<file path="src/uart_cmd_pkg.sv">
// uart monitor command parser definitions
package uart_cmd_pkg;

	// one byte as delivered by the uart receiver
	typedef logic [7:0] char_t;

	// value of a single hex digit
	typedef logic [3:0] nibble_t;

	// assembled address or data word
	typedef logic [31:0] word_t;

	// digits per word, msb first on the line
	localparam int hex_digits = 8;

	// digit position inside a word
	typedef logic [2:0] digit_cnt_t;

	// decoded command letters, valid for one cycle only
	typedef enum logic [3:0] {
		cmd_none,
		cmd_go,
		cmd_quit,
		cmd_write,
		cmd_read,
		cmd_trash,
		cmd_iwrite,
		cmd_pc,
		cmd_flush,
		cmd_cr
	} cmd_t;

	// parser states
	typedef enum logic [4:0] {
		st_idle,
		// g <addr>
		st_go_addr,
		st_go_run,
		// w <addr> <data> ... q
		st_wr_addr,
		st_wr_data,
		// r <start> <end>, then dump
		st_rd_start,
		st_rd_end,
		st_rd_dump,
		// t, wait for clear to finish
		st_trash,
		// i <addr> <data> ... q
		st_iw_addr,
		st_iw_data,
		// j, pc is being printed
		st_pc_print,
		// z, d-cache flush in progress
		st_flush
	} state_t;

	// ascii codes seen by the decoder
	localparam char_t ch_zero  = 8'h30;
	localparam char_t ch_nine  = 8'h39;
	localparam char_t ch_a_low = 8'h61;
	localparam char_t ch_f_low = 8'h66;
	localparam char_t ch_g     = 8'h67;
	localparam char_t ch_q     = 8'h71;
	localparam char_t ch_w     = 8'h77;
	localparam char_t ch_r     = 8'h72;
	localparam char_t ch_t     = 8'h74;
	localparam char_t ch_i     = 8'h69;
	localparam char_t ch_j     = 8'h6a;
	localparam char_t ch_z     = 8'h7a;
	localparam char_t ch_cr    = 8'h0d;

endpackage
</file>
<file path="src/uart_cmd_top.sv">
// uart debug monitor command parser
`timescale 1ns/1ps

module uart_cmd_top #(
	parameter int unsigned start_delay = 3
) (
	input  logic                clk,
	input  logic                rst_n,
	// deframed bytes from the uart receiver
	input  uart_cmd_pkg::char_t rout,
	input  logic                rout_en,
	// busy levels from the control logic
	input  logic                dump_running,
	input  logic                trash_running,
	input  logic                dcflush_running,
	// to the control logic
	output uart_cmd_pkg::word_t uart_data,
	output logic                cpu_start,
	output logic                write_address_set,
	output logic                write_data_en,
	output logic                read_start_set,
	output logic                read_end_set,
	output logic                read_stop,
	output logic                start_trash,
	output logic                quit_cmd,
	output logic                inst_address_set,
	output logic                inst_data_en,
	output logic                pc_print,
	output logic                pc_print_sel,
	output logic                crlf_in
);

	// decoder outputs
	logic                  digit_valid;
	uart_cmd_pkg::nibble_t nibble;
	uart_cmd_pkg::cmd_t    cmd;
	// assembler handshake with the fsm
	logic                  collect;
	logic                  word_clear;
	logic                  word_valid;

	uart_char_decoder u_decoder (
		.clk         (clk),
		.rst_n       (rst_n),
		.rout        (rout),
		.rout_en     (rout_en),
		.digit_valid (digit_valid),
		.nibble      (nibble),
		.cmd         (cmd)
	);

	hex_word_assembler u_assembler (
		.clk         (clk),
		.rst_n       (rst_n),
		.digit_valid (digit_valid),
		.nibble      (nibble),
		.collect     (collect),
		.word_clear  (word_clear),
		.word_valid  (word_valid),
		.uart_data   (uart_data)
	);

	monitor_cmd_fsm #(
		.start_delay (start_delay)
	) u_fsm (
		.clk               (clk),
		.rst_n             (rst_n),
		.cmd               (cmd),
		.word_valid        (word_valid),
		.dump_running      (dump_running),
		.trash_running     (trash_running),
		.dcflush_running   (dcflush_running),
		.collect           (collect),
		.word_clear        (word_clear),
		.cpu_start         (cpu_start),
		.write_address_set (write_address_set),
		.write_data_en     (write_data_en),
		.read_start_set    (read_start_set),
		.read_end_set      (read_end_set),
		.read_stop         (read_stop),
		.start_trash       (start_trash),
		.quit_cmd          (quit_cmd),
		.inst_address_set  (inst_address_set),
		.inst_data_en      (inst_data_en),
		.pc_print          (pc_print),
		.pc_print_sel      (pc_print_sel),
		.crlf_in           (crlf_in)
	);

endmodule

</file>
<file path="src/monitor_cmd_fsm.sv">
// monitor command state machine
`timescale 1ns/1ps

module monitor_cmd_fsm #(
	parameter int unsigned start_delay = 3
) (
	input  logic               clk,
	input  logic               rst_n,
	input  uart_cmd_pkg::cmd_t cmd,
	input  logic               word_valid,
	input  logic               dump_running,
	input  logic               trash_running,
	input  logic               dcflush_running,
	output logic               collect,
	output logic               word_clear,
	output logic               cpu_start,
	output logic               write_address_set,
	output logic               write_data_en,
	output logic               read_start_set,
	output logic               read_end_set,
	output logic               read_stop,
	output logic               start_trash,
	output logic               quit_cmd,
	output logic               inst_address_set,
	output logic               inst_data_en,
	output logic               pc_print,
	output logic               pc_print_sel,
	output logic               crlf_in
);

	uart_cmd_pkg::state_t   state;
	uart_cmd_pkg::state_t   next_state;
	logic                   is_quit;
	logic                   is_idle;
	logic                   word_start;
	// word-ending transitions
	logic                   g_end;
	logic                   w_end;
	logic                   r_end;
	logic                   i_end;
	// delay line from the g address crlf to cpu_start
	logic [start_delay-1:0] start_chain;

	assign is_quit = (cmd == uart_cmd_pkg::cmd_quit);
	assign is_idle = (state == uart_cmd_pkg::st_idle);

	always_comb begin
		next_state = state;
		if (is_quit) begin
			// q aborts any command
			next_state = uart_cmd_pkg::st_idle;
		end else begin
			case (state)
				uart_cmd_pkg::st_idle: begin
					// one letter per cycle, order follows the j g w r t i z priority
					case (cmd)
						uart_cmd_pkg::cmd_pc:     next_state = uart_cmd_pkg::st_pc_print;
						uart_cmd_pkg::cmd_go:     next_state = uart_cmd_pkg::st_go_addr;
						uart_cmd_pkg::cmd_write:  next_state = uart_cmd_pkg::st_wr_addr;
						uart_cmd_pkg::cmd_read:   next_state = uart_cmd_pkg::st_rd_start;
						uart_cmd_pkg::cmd_trash:  next_state = uart_cmd_pkg::st_trash;
						uart_cmd_pkg::cmd_iwrite: next_state = uart_cmd_pkg::st_iw_addr;
						uart_cmd_pkg::cmd_flush:  next_state = uart_cmd_pkg::st_flush;
						default:                  next_state = uart_cmd_pkg::st_idle;
					endcase
				end
				// address states move on with each finished word
				uart_cmd_pkg::st_go_addr: begin
					if (word_valid) begin
						next_state = uart_cmd_pkg::st_go_run;
					end
				end
				uart_cmd_pkg::st_wr_addr: begin
					if (word_valid) begin
						next_state = uart_cmd_pkg::st_wr_data;
					end
				end
				uart_cmd_pkg::st_rd_start: begin
					if (word_valid) begin
						next_state = uart_cmd_pkg::st_rd_end;
					end
				end
				uart_cmd_pkg::st_rd_end: begin
					if (word_valid) begin
						next_state = uart_cmd_pkg::st_rd_dump;
					end
				end
				uart_cmd_pkg::st_iw_addr: begin
					if (word_valid) begin
						next_state = uart_cmd_pkg::st_iw_data;
					end
				end
				// run and data states hold until q
				uart_cmd_pkg::st_go_run,
				uart_cmd_pkg::st_wr_data,
				uart_cmd_pkg::st_iw_data: next_state = state;
				// waiting states end once the control logic goes quiet
				uart_cmd_pkg::st_rd_dump: begin
					if (!dump_running) begin
						next_state = uart_cmd_pkg::st_idle;
					end
				end
				uart_cmd_pkg::st_trash: begin
					if (!trash_running) begin
						next_state = uart_cmd_pkg::st_idle;
					end
				end
				uart_cmd_pkg::st_pc_print: begin
					// pc printing shares the dump busy flag
					if (!dump_running) begin
						next_state = uart_cmd_pkg::st_idle;
					end
				end
				uart_cmd_pkg::st_flush: begin
					if (!dcflush_running) begin
						next_state = uart_cmd_pkg::st_idle;
					end
				end
				default: next_state = uart_cmd_pkg::st_idle;
			endcase
		end
	end

	always_ff @(posedge clk or negedge rst_n) begin
		if (!rst_n) begin
			state <= uart_cmd_pkg::st_idle;
		end else begin
			state <= next_state;
		end
	end

	// digits only count in number-gathering states
	assign collect = state inside {
		uart_cmd_pkg::st_go_addr, uart_cmd_pkg::st_wr_addr, uart_cmd_pkg::st_wr_data,
		uart_cmd_pkg::st_rd_start, uart_cmd_pkg::st_rd_end,
		uart_cmd_pkg::st_iw_addr, uart_cmd_pkg::st_iw_data
	};

	// fresh word for every numeric command
	assign word_start = is_idle & (cmd inside {
		uart_cmd_pkg::cmd_go, uart_cmd_pkg::cmd_write,
		uart_cmd_pkg::cmd_read, uart_cmd_pkg::cmd_iwrite
	});
	assign word_clear = word_start | is_quit;

	assign g_end = (state == uart_cmd_pkg::st_go_addr) & (next_state == uart_cmd_pkg::st_go_run);
	assign w_end = (state == uart_cmd_pkg::st_wr_addr) & (next_state == uart_cmd_pkg::st_wr_data);
	assign r_end = (state == uart_cmd_pkg::st_rd_end) & (next_state == uart_cmd_pkg::st_rd_dump);
	assign i_end = (state == uart_cmd_pkg::st_iw_addr) & (next_state == uart_cmd_pkg::st_iw_data);

	// strobes to memory and cpu control
	assign write_address_set = (state == uart_cmd_pkg::st_wr_addr) & word_valid;
	assign write_data_en     = (state == uart_cmd_pkg::st_wr_data) & word_valid;
	assign read_start_set    = (state == uart_cmd_pkg::st_rd_start) & word_valid;
	assign read_end_set      = (state == uart_cmd_pkg::st_rd_end) & word_valid;
	assign inst_address_set  = (state == uart_cmd_pkg::st_iw_addr) & word_valid;
	assign inst_data_en      = (state == uart_cmd_pkg::st_iw_data) & word_valid;
	// only a quit during the dump stops the reader
	assign read_stop   = (state == uart_cmd_pkg::st_rd_dump) & is_quit;
	assign start_trash = is_idle & (cmd == uart_cmd_pkg::cmd_trash);
	assign quit_cmd    = is_quit;
	assign pc_print    = is_idle & (cmd == uart_cmd_pkg::cmd_pc);
	assign pc_print_sel = (state == uart_cmd_pkg::st_pc_print);

	// line break for the terminal
	assign crlf_in = g_end | w_end | r_end | i_end | is_quit
		| (cmd == uart_cmd_pkg::cmd_trash) | (cmd == uart_cmd_pkg::cmd_pc)
		| (cmd == uart_cmd_pkg::cmd_flush) | (cmd == uart_cmd_pkg::cmd_cr);

	// start the cpu a few cycles after the go address is taken
	always_ff @(posedge clk or negedge rst_n) begin
		if (!rst_n) begin
			start_chain <= '0;
		end else begin
			start_chain <= start_delay'({start_chain, g_end});
		end
	end

	assign cpu_start = start_chain[start_delay-1];

endmodule

</file>
<file path="src/hex_word_assembler.sv">
// hex digit to word assembler
`timescale 1ns/1ps

module hex_word_assembler (
	input  logic                  clk,
	input  logic                  rst_n,
	input  logic                  digit_valid,
	input  uart_cmd_pkg::nibble_t nibble,
	input  logic                  collect,
	input  logic                  word_clear,
	output logic                  word_valid,
	output uart_cmd_pkg::word_t   uart_data
);

	// partial word, newest digit at the low end
	uart_cmd_pkg::word_t      word_sr;
	uart_cmd_pkg::word_t      word_next;
	uart_cmd_pkg::digit_cnt_t digit_cnt;
	logic                     shift_en;
	logic                     last_digit;

	assign shift_en = digit_valid & collect;
	assign last_digit = shift_en
		& (digit_cnt == uart_cmd_pkg::digit_cnt_t'(uart_cmd_pkg::hex_digits - 1));
	// oldest nibble drops off the top
	assign word_next = uart_cmd_pkg::word_t'({word_sr, nibble});

	always_ff @(posedge clk) begin
		if (word_clear) begin
			word_sr <= '0;
		end else if (shift_en) begin
			word_sr <= word_next;
		end
	end

	// counter wraps straight back to zero after the last digit
	always_ff @(posedge clk or negedge rst_n) begin
		if (!rst_n) begin
			digit_cnt <= '0;
		end else if (word_clear) begin
			digit_cnt <= '0;
		end else if (last_digit) begin
			digit_cnt <= '0;
		end else if (shift_en) begin
			digit_cnt <= digit_cnt + 1'b1;
		end
	end

	// completed word and its one-cycle flag
	always_ff @(posedge clk or negedge rst_n) begin
		if (!rst_n) begin
			word_valid <= 1'b0;
			uart_data  <= '0;
		end else begin
			word_valid <= last_digit;
			if (last_digit) begin
				uart_data <= word_next;
			end
		end
	end

endmodule

</file>
<file path="src/uart_char_decoder.sv">
// received character decoder
`timescale 1ns/1ps

module uart_char_decoder (
	input  logic                  clk,
	input  logic                  rst_n,
	input  uart_cmd_pkg::char_t   rout,
	input  logic                  rout_en,
	output logic                  digit_valid,
	output uart_cmd_pkg::nibble_t nibble,
	output uart_cmd_pkg::cmd_t    cmd
);

	// byte captured on the receiver strobe
	uart_cmd_pkg::char_t   pdata;
	// strobe delayed to line up with pdata
	logic                  data_en;
	// classification of the held byte
	logic                  hex_hit;
	uart_cmd_pkg::nibble_t hex_val;
	uart_cmd_pkg::cmd_t    cmd_dec;

	always_ff @(posedge clk) begin
		if (rout_en) begin
			pdata <= rout;
		end
	end

	always_ff @(posedge clk or negedge rst_n) begin
		if (!rst_n) begin
			data_en <= 1'b0;
		end else begin
			data_en <= rout_en;
		end
	end

	// lower case hex only, upper case falls through
	always_comb begin
		hex_hit = 1'b0;
		hex_val = '0;
		if (pdata >= uart_cmd_pkg::ch_zero && pdata <= uart_cmd_pkg::ch_nine) begin
			hex_hit = 1'b1;
			hex_val = uart_cmd_pkg::nibble_t'(pdata - uart_cmd_pkg::ch_zero);
		end else if (pdata >= uart_cmd_pkg::ch_a_low && pdata <= uart_cmd_pkg::ch_f_low) begin
			hex_hit = 1'b1;
			// 'a' maps to ten
			hex_val = uart_cmd_pkg::nibble_t'(pdata - uart_cmd_pkg::ch_a_low + 8'd10);
		end
	end

	// command letters and carriage return
	always_comb begin
		case (pdata)
			uart_cmd_pkg::ch_g:  cmd_dec = uart_cmd_pkg::cmd_go;
			uart_cmd_pkg::ch_q:  cmd_dec = uart_cmd_pkg::cmd_quit;
			uart_cmd_pkg::ch_w:  cmd_dec = uart_cmd_pkg::cmd_write;
			uart_cmd_pkg::ch_r:  cmd_dec = uart_cmd_pkg::cmd_read;
			uart_cmd_pkg::ch_t:  cmd_dec = uart_cmd_pkg::cmd_trash;
			uart_cmd_pkg::ch_i:  cmd_dec = uart_cmd_pkg::cmd_iwrite;
			uart_cmd_pkg::ch_j:  cmd_dec = uart_cmd_pkg::cmd_pc;
			uart_cmd_pkg::ch_z:  cmd_dec = uart_cmd_pkg::cmd_flush;
			uart_cmd_pkg::ch_cr: cmd_dec = uart_cmd_pkg::cmd_cr;
			default:             cmd_dec = uart_cmd_pkg::cmd_none;
		endcase
	end

	// valid only in the cycle after the byte arrives
	assign digit_valid = data_en & hex_hit;
	// nibble is qualified by digit_valid downstream
	assign nibble = hex_val;
	assign cmd = data_en ? cmd_dec : uart_cmd_pkg::cmd_none;

endmodule

</file>
<file path="config.mk">
export PLATFORM = sky130hd
export DESIGN_NAME = uart_cmd_top
export DESIGN_NICKNAME = d
export VERILOG_FILES = /design/src/uart_cmd_pkg.sv /design/src/uart_cmd_top.sv /design/src/monitor_cmd_fsm.sv /design/src/hex_word_assembler.sv /design/src/uart_char_decoder.sv
export SDC_FILE = /design/constraint.sdc
export NUM_CORES = 1
export LEC_CHECK = 0
export BUFFER_PORTS_ARGS = -buffer_cell sky130_fd_sc_hd__buf_2
export CORE_ASPECT_RATIO = 0.7
export CORE_UTILIZATION = 57
export DETAILED_ROUTE_END_ITERATION = 6
export PLACE_DENSITY = 0.81
export SLEW_MARGIN = 20
export SYNTH_ARGS = -nofsm -noshare
export SYNTH_HDL_FRONTEND = slang
export SYNTH_SLANG_ARGS = --single-unit
</file>
<file path="constraint.sdc">
create_clock -name clk -period 3.3 [get_ports clk]
set_clock_uncertainty 0.05 [all_clocks]
set_input_delay 0.66 -clock clk [delete_from_list [all_inputs] [get_ports clk]]
set_output_delay 0.66 -clock clk [all_outputs]
set_load 0.01 [all_outputs]
</file>
Word-level counts from Yosys, hierarchy flattened --
Cells that the tools add are included.
Storage, ports and cells: register bits 81, bits of input ports 14, output and inout bits 45, logic and storage cells 105
Cells by class: add/subtract/negate cells 4, $lt $le $gt $ge 4, equality and inequality tests 35, mux-type cells 20, bitwise logic cells 26, reduce and logical (&&, ||, !) cells 8
Operator list (count):
- $eq 8x7->1 const B | 8
- $pmux 5 s10 | 1
- $mux 5 | 9
- $pmux 4 s9 | 1
- $eq 5x3->1 const B | 6
- $eq 5x4->1 const B | 6
- $pmux 4 s7 | 1
- $and 1x1->1 | 17
- $eq 4x3->1 const B | 4
- $eq 5x2->1 const B | 3
- $mux 4 | 3
- $mux 3 | 3
- $or 1x1->1 | 9
- $eq 4x2->1 const B | 2
- $eq 4x4->1 const B | 2
- $eq 8x4->1 const B | 1
- $ge 8x6->1 const B | 1
- $ge 8x7->1 const B | 1
- $le 8x6->1 const B | 1
- $le 8x7->1 const B | 1
- $sub 4x1->4 const B | 2
- $reduce_bool 7->1 | 1
- $eq 5x1->1 const B | 1
- $logic_not 5->1 | 1
- other kinds (10) | 12

Logic depth before layout (Yosys ltp) --
Gate-level depths: netlist of the first run.
depth after elaboration 17, depth in mapped cells 11, depth with buffers taken out 9

By module --
From an unflattened synthesis of the first run, not the netlist that was laid out.
Second synthesis, totals: cell total of the unflattened synthesis 378, area, all modules 4195.3 um2
Modules (own cells, without submodules):
- hex_word_assembler | instances 1, cells each 213, area an instance 2722.6 um2, seq. area each 1461.4 um2
- monitor_cmd_fsm | instances 1, cells each 112, area an instance 877.1 um2, seq. area each 200.2 um2
- uart_char_decoder | instances 1, cells each 53, area an instance 595.6 um2, seq. area each 265.3 um2

Least setup slack after synthesis of the first run --
Ideal clock, no wire load.
kind flip-flop to output port, start point reg u_decoder.pdata[1], end point out crlf_in, arrival 2278 ps, data required time 2590 ps, slack 312 ps, cell stages (with the launch flop) 9, path buffers 0, path through edfxtp_1 -> inv_1 -> ha_1 -> nor4b_1 -> nand3_1 -> and2_4 -> a311o_1 -> a221o_1 -> o31ai_2
Between the ends: longest elaborated chain between the ends 17, elaborated cells between the ends (all ways) 39, classes of those cells 22 x eq/ne; 5 x mux; 12 x bitwise
Ends and longest elaborated chain:
- start, declared | RTL line uart_char_decoder.sv:15 | uart_cmd_pkg::char_t pdata;
- start signal, assigned | RTL line uart_char_decoder.sv:25 | pdata <= rout;
- $eq 8x4->1 or $eq 8x7->1 (tied branches) | RTL line uart_char_decoder.sv:53 | case (pdata)
- $pmux 4 s9 * | RTL line uart_char_decoder.sv:53
- $mux 4 * | RTL line uart_char_decoder.sv:71 | assign cmd = data_en ? cmd_dec : uart_cmd_pkg::cmd_none;
- $eq 4x4->1 (tied with other cells) | RTL line monitor_cmd_fsm.sv:56, monitor_cmd_fsm.sv:168
- $pmux 4 s7 | RTL line monitor_cmd_fsm.sv:56 | case (cmd)
- $pmux 5 s10 | RTL line monitor_cmd_fsm.sv:53 | case (state)
- $mux 5 | RTL line monitor_cmd_fsm.sv:49 | if (is_quit) begin
- $eq 5x2->1 or $eq 5x3->1 (tied branches) | RTL line monitor_cmd_fsm.sv:146, monitor_cmd_fsm.sv:147
- $and 1x1->1 (on tied branches) | RTL line monitor_cmd_fsm.sv:146, monitor_cmd_fsm.sv:147
- $or 1x1->1 (4 in a row) | RTL line monitor_cmd_fsm.sv:166 | assign crlf_in = g_end | w_end | r_end | i_end | is_quit
- $or 1x1->1 (2 in a row) | RTL line monitor_cmd_fsm.sv:167 | | (cmd == uart_cmd_pkg::cmd_trash) | (cmd == uart_cmd_pkg::cmd_pc)
- $or 1x1->1 | RTL line monitor_cmd_fsm.sv:168 | | (cmd == uart_cmd_pkg::cmd_flush) | (cmd == uart_cmd_pkg::cmd_cr);
- $or 1x1->1 * | RTL line monitor_cmd_fsm.sv:168
- end, declared | RTL line uart_cmd_top.sv:30 | output logic crlf_in
Mark *: on every way between the ends. The rest lies on a longest branch, timed or not.

Final worst setup path of the first run --
Ends and elaborated chain as after synthesis.

==> results of run 1 <==
## metrics by stage
| stage | utilization (%) | hold WS, ps | setup WS (ps) | setup TNS [ps] | instances |
|---|---|---|---|---|---|
| finish | 73.2 | 247 | -164 | -164 | 517 |
| detailed placement | 66.8 | 298 | 68.0 | 0 | 485 |
| CTS | 72.0 | 311 | -133 | -133 | 510 |
| global route | 73.2 | 271 | -302 | -302 | 517 |
| global placement | 66.8 | 285 | 179 | 0 | 485 |
| floorplan | - | 281 | 312 | 0 | 346 |
## synthesized netlist by cell type (4+ instances only)
cell / number / area share (%)
inv_1: 10 / 0.96
nor3_1: 13 / 1.7
a31oi_1: 4 / 0.64
mux2_2: 4 / 1.2
a21oi_1: 4 / 0.51
nor2_1: 44 / 4.2
mux2i_1: 30 / 7.7
dfrtp_1: 45 / 29
buf_6: 4 / 1.2
nand3_1: 6 / 0.77
nor2b_1: 5 / 0.80
clkbuf_1: 11 / 1.1
ha_1: 6 / 1.9
or3_1: 4 / 0.64
dfxtp_1: 28 / 14
nand2_1: 15 / 1.4
nor4_1: 4 / 0.64
edfxtp_1: 8 / 6.1
o21ai_0: 5 / 0.64
mux2_4: 29 / 11
## worst max path at each step
stage / slack, ps / depth (start not counted) / endpoint
5_1_grt: -300 / 10 / crlf_in
6_report: -160 / 10 / crlf_in
2_1_floorplan: 310 / 8 / crlf_in
3_3_place_gp: 180 / 9 / crlf_in
4_1_cts: -130 / 9 / crlf_in
3_5_place_dp: 70 / 9 / crlf_in
## state kept, by name, summed over array words and instances (netlist names)
signal and flops:
u_fsm.state 5, u_assembler.digit_cnt 3, u_assembler.word_sr 28, u_assembler.uart_data 32, u_assembler.word_valid 1, u_decoder.data_en 1
u_fsm.start_chain 3, u_decoder.pdata 8
## routing by layer
metal | wire [um] | up-vias | share of wire, % | track usage [%]
met3 | 433 | 14 | 5.3 | 5.46
met4 | 99 | 0 | 1.2 | 7.25
met5 | 0 | - | 0 | 0
met2 | 3760 | 97 | 46 | 36.3
li1 | - | 1397 | - | -
met1 | 3870 | 1369 | 47 | 33.5
## area by class of cell
| type | instances | area [um^2] | share of cell area, % |
|---|---|---|---|
| Clock inverter | 7 | 62.6 | 1.33 |
| Clock buffer | 9 | 124 | 2.63 |
| Inverter | 10 | 37.5 | 0.797 |
| Tap cell | 91 | 114 | 2.42 |
| Sequential cell | 81 | 1930 | 41.0 |
| Multi-Input combinational cell | 234 | 1930 | 41.1 |
| Timing Repair Buffer | 85 | 507 | 10.8 |
## worst register-to-register path: stages, from the launching register on
cell and delay (ps):
edfxtp_1 500, ha_4 210, buf_6 110, buf_4 140
nor4b_1 280, nor3_1 90, nand3_1 150, a21o_1 150
or2_2 810, mux2_2 440
## what timing repair did
item                                    in CTS  in global routing
pin swaps                                    6                  6
hold buffers                                 0                  0
resized for setup                           17                  6
buffers inserted                             9                  7
endpoints found under the setup margin       2                  4
## cells by family (layout without fill, tap and decap cells)
kind of cell,Yosys count,in the layout,share of synthesized area [%]
buffers and inverters,31,111,3.90
and+or+nand+nor,116,116,15.4
adders and majority gates,7,7,2.17
xor gates and xnor gates,4,4,0.895
other,1,1,0.0958
AOI/OAI and AO/OA,43,43,8.37
muxes,63,63,19.9
DFF,81,81,49.2
## report_power, final
part / leakage [nW] / internal, mW / switching (mW)
Sequential: 0.926 / 1.01 / 0.0179
Combinational: 1.48 / 0.0554 / 0.0679
Clock: 0.0923 / 0.287 / 0.385
Total: 2.50 / 1.35 / 0.471
==> reports/qor.yml, run 1 <==
setup_path:
  rr_endpoint: "u_assembler.uart_data[27]$_DFFE_PN0P_"
  crit_chain: "inv_2, ha_4, buf_6, nor4b_4, nand3_1, and2_4, a311o_1, a221o_1, o31ai_2, buf_2"
  worst_setup_path_end_kind: "primary output"
  critical_path.max_stage_delay_ps: 470
  r2r_cells: 9
  required_ps: 2590
  worstSetupPathType: "reg -> out"
  cp_max_fo: 4
  crit_family: "compound AO/OA/AOI/OAI gates"
  worstSetupStartpointType: "flip-flop"
  cp_data_arrival_time_ps: 2750
  r2r-start: "u_decoder.pdata[0]$_DFFE_PP_"
  critPathBufInv: 3
  slowest_stage: "edfxtp_1"
  cp-startpoint: "u_decoder.pdata[1]$_DFFE_PP_"
  r2r_setup_slack_ps: 270
grt:
  grt_overflow_total: 0
  grt_pass1_vias: 2623
  grt_use_total_pct: 23.6
  antenna_found_initial: 0
  grt_pass1_wl_um: 13000
  grt_max_degree: 46
yosys:
  synth_seq_area_share_pct: 49.2
  synthCells: 346
  yosys_warnings: 0
  yosysUniqueCellTypes: 63
  synth_area_per_cell_um2: 11.3
  synth_nets: 366
  async_flop_share_pct: 55.6
  synth_edf_count: 8
  syn-cell-area_mm2: 0.00392
  yosys_register_bits: 81
  ys.flop_type: "dfrtp_1"
routing:
  drc: 0
  wl_um: 8170
  via_per_inst: 5.56
  vias: 2877
  wl_per_cell_um: 15.8
  initialDrtViolationCount: 212
  ant_nets: 0
  drt-pass1-iter-count: 5
power:
  irDropWorstVdd_uv: 294
  power_density_mw_per_mm2: 388
  p_leak_nw: 2.50
  power_mw: 1.83
floorplanning:
  ios: 59
  num_rows: 24
  chipWidth_um: 101
  die_area_mm2: 0.00721
  start_util_pct: 60.9
  core_mm2: 0.00643
  die_h_um: 71.3
sta:
  layout_setup_ws_ps: -164
  fmax_ghz: 0.289
  hold_viol: 0
  worstMarginPinSlew_ps: 1050
  drv_slew: 0
  fin_crit_ps: 3460
  post-route-period-util_pct: 105
  rsz0062_at_grt: "true"
  slew_headroom_pct: 28.2
  finalSetupViolCount: 1
clocking:
  clkSinkCount: 81
  clk_pin_slew_ps: 90
  clockBufferDepth: 2
  cts_buffers: 9
  h-tree-depth: 3
  cts_tree: "built"
  clkLatencyLatePin_ps: 360
  clockRootBuffer: "clkbuf_8"
final_layout:
  diodes: 0
  final_common_cell: "buf_2"
  final_nets: 441
  fin_area_mm2: 0.00471
  area_delta_synth_final_pct: 20.2
  fillerInstances: 464
  final_cell_mix: "buf_2, dfrtp_1, nor2_1, mux2i_1, mux2_4"
  drive_above_1_share_pct: 36.4
hold_path:
  hold_path.class: "in -> async"
place:
  numPortBuffers: 58
  hpwl_um: 5360
  dpl_cell_area_mm2: 0.00429
  place.gp.congestion: 0.940
run:
  maxCapViolations: 0
status:
  status: "complete, but fails checks"
  violations: "setup timing"
Note: power is estimated with default switching activity, not from simulation.
==> inputs of run 2 (changes only) <==
--- a/config.mk
+++ b/config.mk
@@ -9,6 +9,7 @@
 export CORE_ASPECT_RATIO = 0.7
 export CORE_UTILIZATION = 57
 export DETAILED_ROUTE_END_ITERATION = 6
+export MAX_ROUTING_LAYER = met4
 export PLACE_DENSITY = 0.81
 export SLEW_MARGIN = 20
 export SYNTH_ARGS = -nofsm -noshare
==> reports/qor.yml, run 2 (same netlist as run 1, synthesis figures left out) <==
setup_path:
  worstSetupPathType: "reg -> out"
  cp_data_arrival_time_ps: 2740
  worst_setup_path_end_kind: "primary output"
  worstSetupStartpointType: "flip-flop"
  required_ps: 2590
  cp_max_fo: 4
routing:
  vias: 2933
  wl_per_cell_um: 15.8
  via_per_inst: 5.68
  drt-pass1-iter-count: 5
  ant_nets: 0
  drc: 0
  wl_um: 8150
  initialDrtViolationCount: 217
floorplanning:
  start_util_pct: 60.9
  ios: 59
  die_h_um: 71.3
  die_area_mm2: 0.00721
  core_mm2: 0.00643
  chipWidth_um: 101
  num_rows: 24
status:
  status: "complete, but fails checks"
  violations: "setup timing"
sta:
  slew_headroom_pct: 27.9
  hold_viol: 0
  whs_ps: 127
  finalSetupViolCount: 1
  post-route-period-util_pct: 104
  drv_slew: 0
  fin_crit_ps: 3450
  rsz0062_at_grt: "true"
  worstMarginPinSlew_ps: 1080
  fmax_ghz: 0.290
  layout_setup_ws_ps: -147
grt:
  grt_overflow_total: 0
  grt_max_degree: 46
  grt_pass1_vias: 2730
  antenna_found_initial: 0
  grt_pass1_wl_um: 13600
  grt_use_total_pct: 25.2
final_layout:
  area_delta_synth_final_pct: 20.5
  fillerInstances: 467
  reg.largest.list: "u_assembler.uart_data: 32 flops, u_assembler.word_sr: 28 flops, u_decoder.pdata: 8 flops"
  regMostFlops: "u_assembler.uart_data"
  final_cell_mix: "buf_2, dfrtp_1, nor2_1, mux2i_1, mux2_4"
  final_common_cell: "buf_2"
  largest_register_ffs: 32
  drive_above_1_share_pct: 36.0
  diodes: 0
  final_nets: 440
clocking:
  hold_buffers: 0
  clkSinkCount: 81
  clkLatencyLatePin_ps: 350
  cts_tree: "built"
  cts_buffers: 9
  h-tree-depth: 3
  clockRootBuffer: "clkbuf_8"
  clk_pin_slew_ps: 90
  clockBufferDepth: 2
place:
  numPortBuffers: 58
  place.gp.congestion: 0.911
  hpwl_um: 5310
hold_path:
  hold_path.class: "in -> async"
power:
  power_density_mw_per_mm2: 402
  p_leak_nw: 2.50
  irDropWorstVdd_uv: 268
  power_mw: 1.90
run:
  maxCapViolations: 0
-- run 2: changes by cell type in the layout (fill, tap and decap cells not counted), sizes merged --
cell,previous run,this run
clkinv,3,1
buf,85,84
bufinv,0,1
clkbuf,9,10
-- run 2: repair_timing --
action / in CTS / in global routing
gates resized for setup: 15 / 5
setup endpoints to repair: 1 / 2
hold endpoints to repair: 0 / 0
buffers inserted: 9 / 3
pin swaps: 8 / 5
-- run 2: area by class of cell --
cell class	instances	area, um^2	share of cell area (%)
Inverter	10	37.5	0.796
Clock inverter	6	72.6	1.54
Tap cell	91	114	2.41
Timing Repair Buffer	84	502	10.6
Clock buffer	10	138	2.92
Sequential cell	81	1930	40.8
Multi-Input combinational cell	234	1930	40.9
-- run 2: power by group --
group          internal [mW]  switching, mW
registers               1.01         0.0157
clock network          0.380          0.368
logic                 0.0537         0.0683
total                   1.44          0.452
-- run 2: worst max-delay path, cell delays in order (launching register included) --
cell and delay (ps):
edfxtp_1 490, buf_6 180, ha_4 160, nand2_4 70, nor2_4 40, o311a_4 390
a311o_1 360, a221o_1 310, o31ai_2 220, buf_2 160
-- run 2: stage by stage --
step	TNS, ps	setup WS, ps	utilization, %	cell area, um^2	instances
after global placement	0	206	67.0	4310	487
after CTS	-94.6	-94.6	72.3	4650	512
after floorplan	0	312	-	3920	346
final	-147	-147	73.4	4720	516
after global routing	-244	-244	73.4	4720	516
after detailed placement	0	44.3	67.0	4310	487
-- run 2: routing by layer --
| metal | vias to the layer above | global-route usage (%) | part of all wire [%] |
|---|---|---|---|
| met4 | 0 | 6.28 | 0.98 |
| met1 | 1424 | 34.2 | 47 |
| met3 | 14 | 5.37 | 5.4 |
| met5 | - | - | 0 |
| met2 | 107 | 38.9 | 46 |
| li1 | 1388 | - | - |
-- run 2: final timing paths --
path / cells after the start / slack (ps) / endpoint / from
hold reg to reg: 0 / 300 / u_fsm.start_chain[2]$_DFF_PN0_ / u_fsm.start_chain[1]$_DFF_PN0_
setup reg to reg: 6 / 330 / u_assembler.uart_data[4]$_DFFE_PN0P_ / u_decoder.pdata[2]$_DFFE_PP_
min in group clk: 0 / 300 / u_fsm.start_chain[2]$_DFF_PN0_ / u_fsm.start_chain[1]$_DFF_PN0_
hold / removal: 1 / 130 / u_assembler.uart_data[29]$_DFFE_PN0P_ / rst_n
max in group asynchronous: 2 / 2590 / u_assembler.uart_data[5]$_DFFE_PN0P_ / rst_n
setup / recovery: 9 / -150 / crlf_in / u_decoder.pdata[0]$_DFFE_PP_
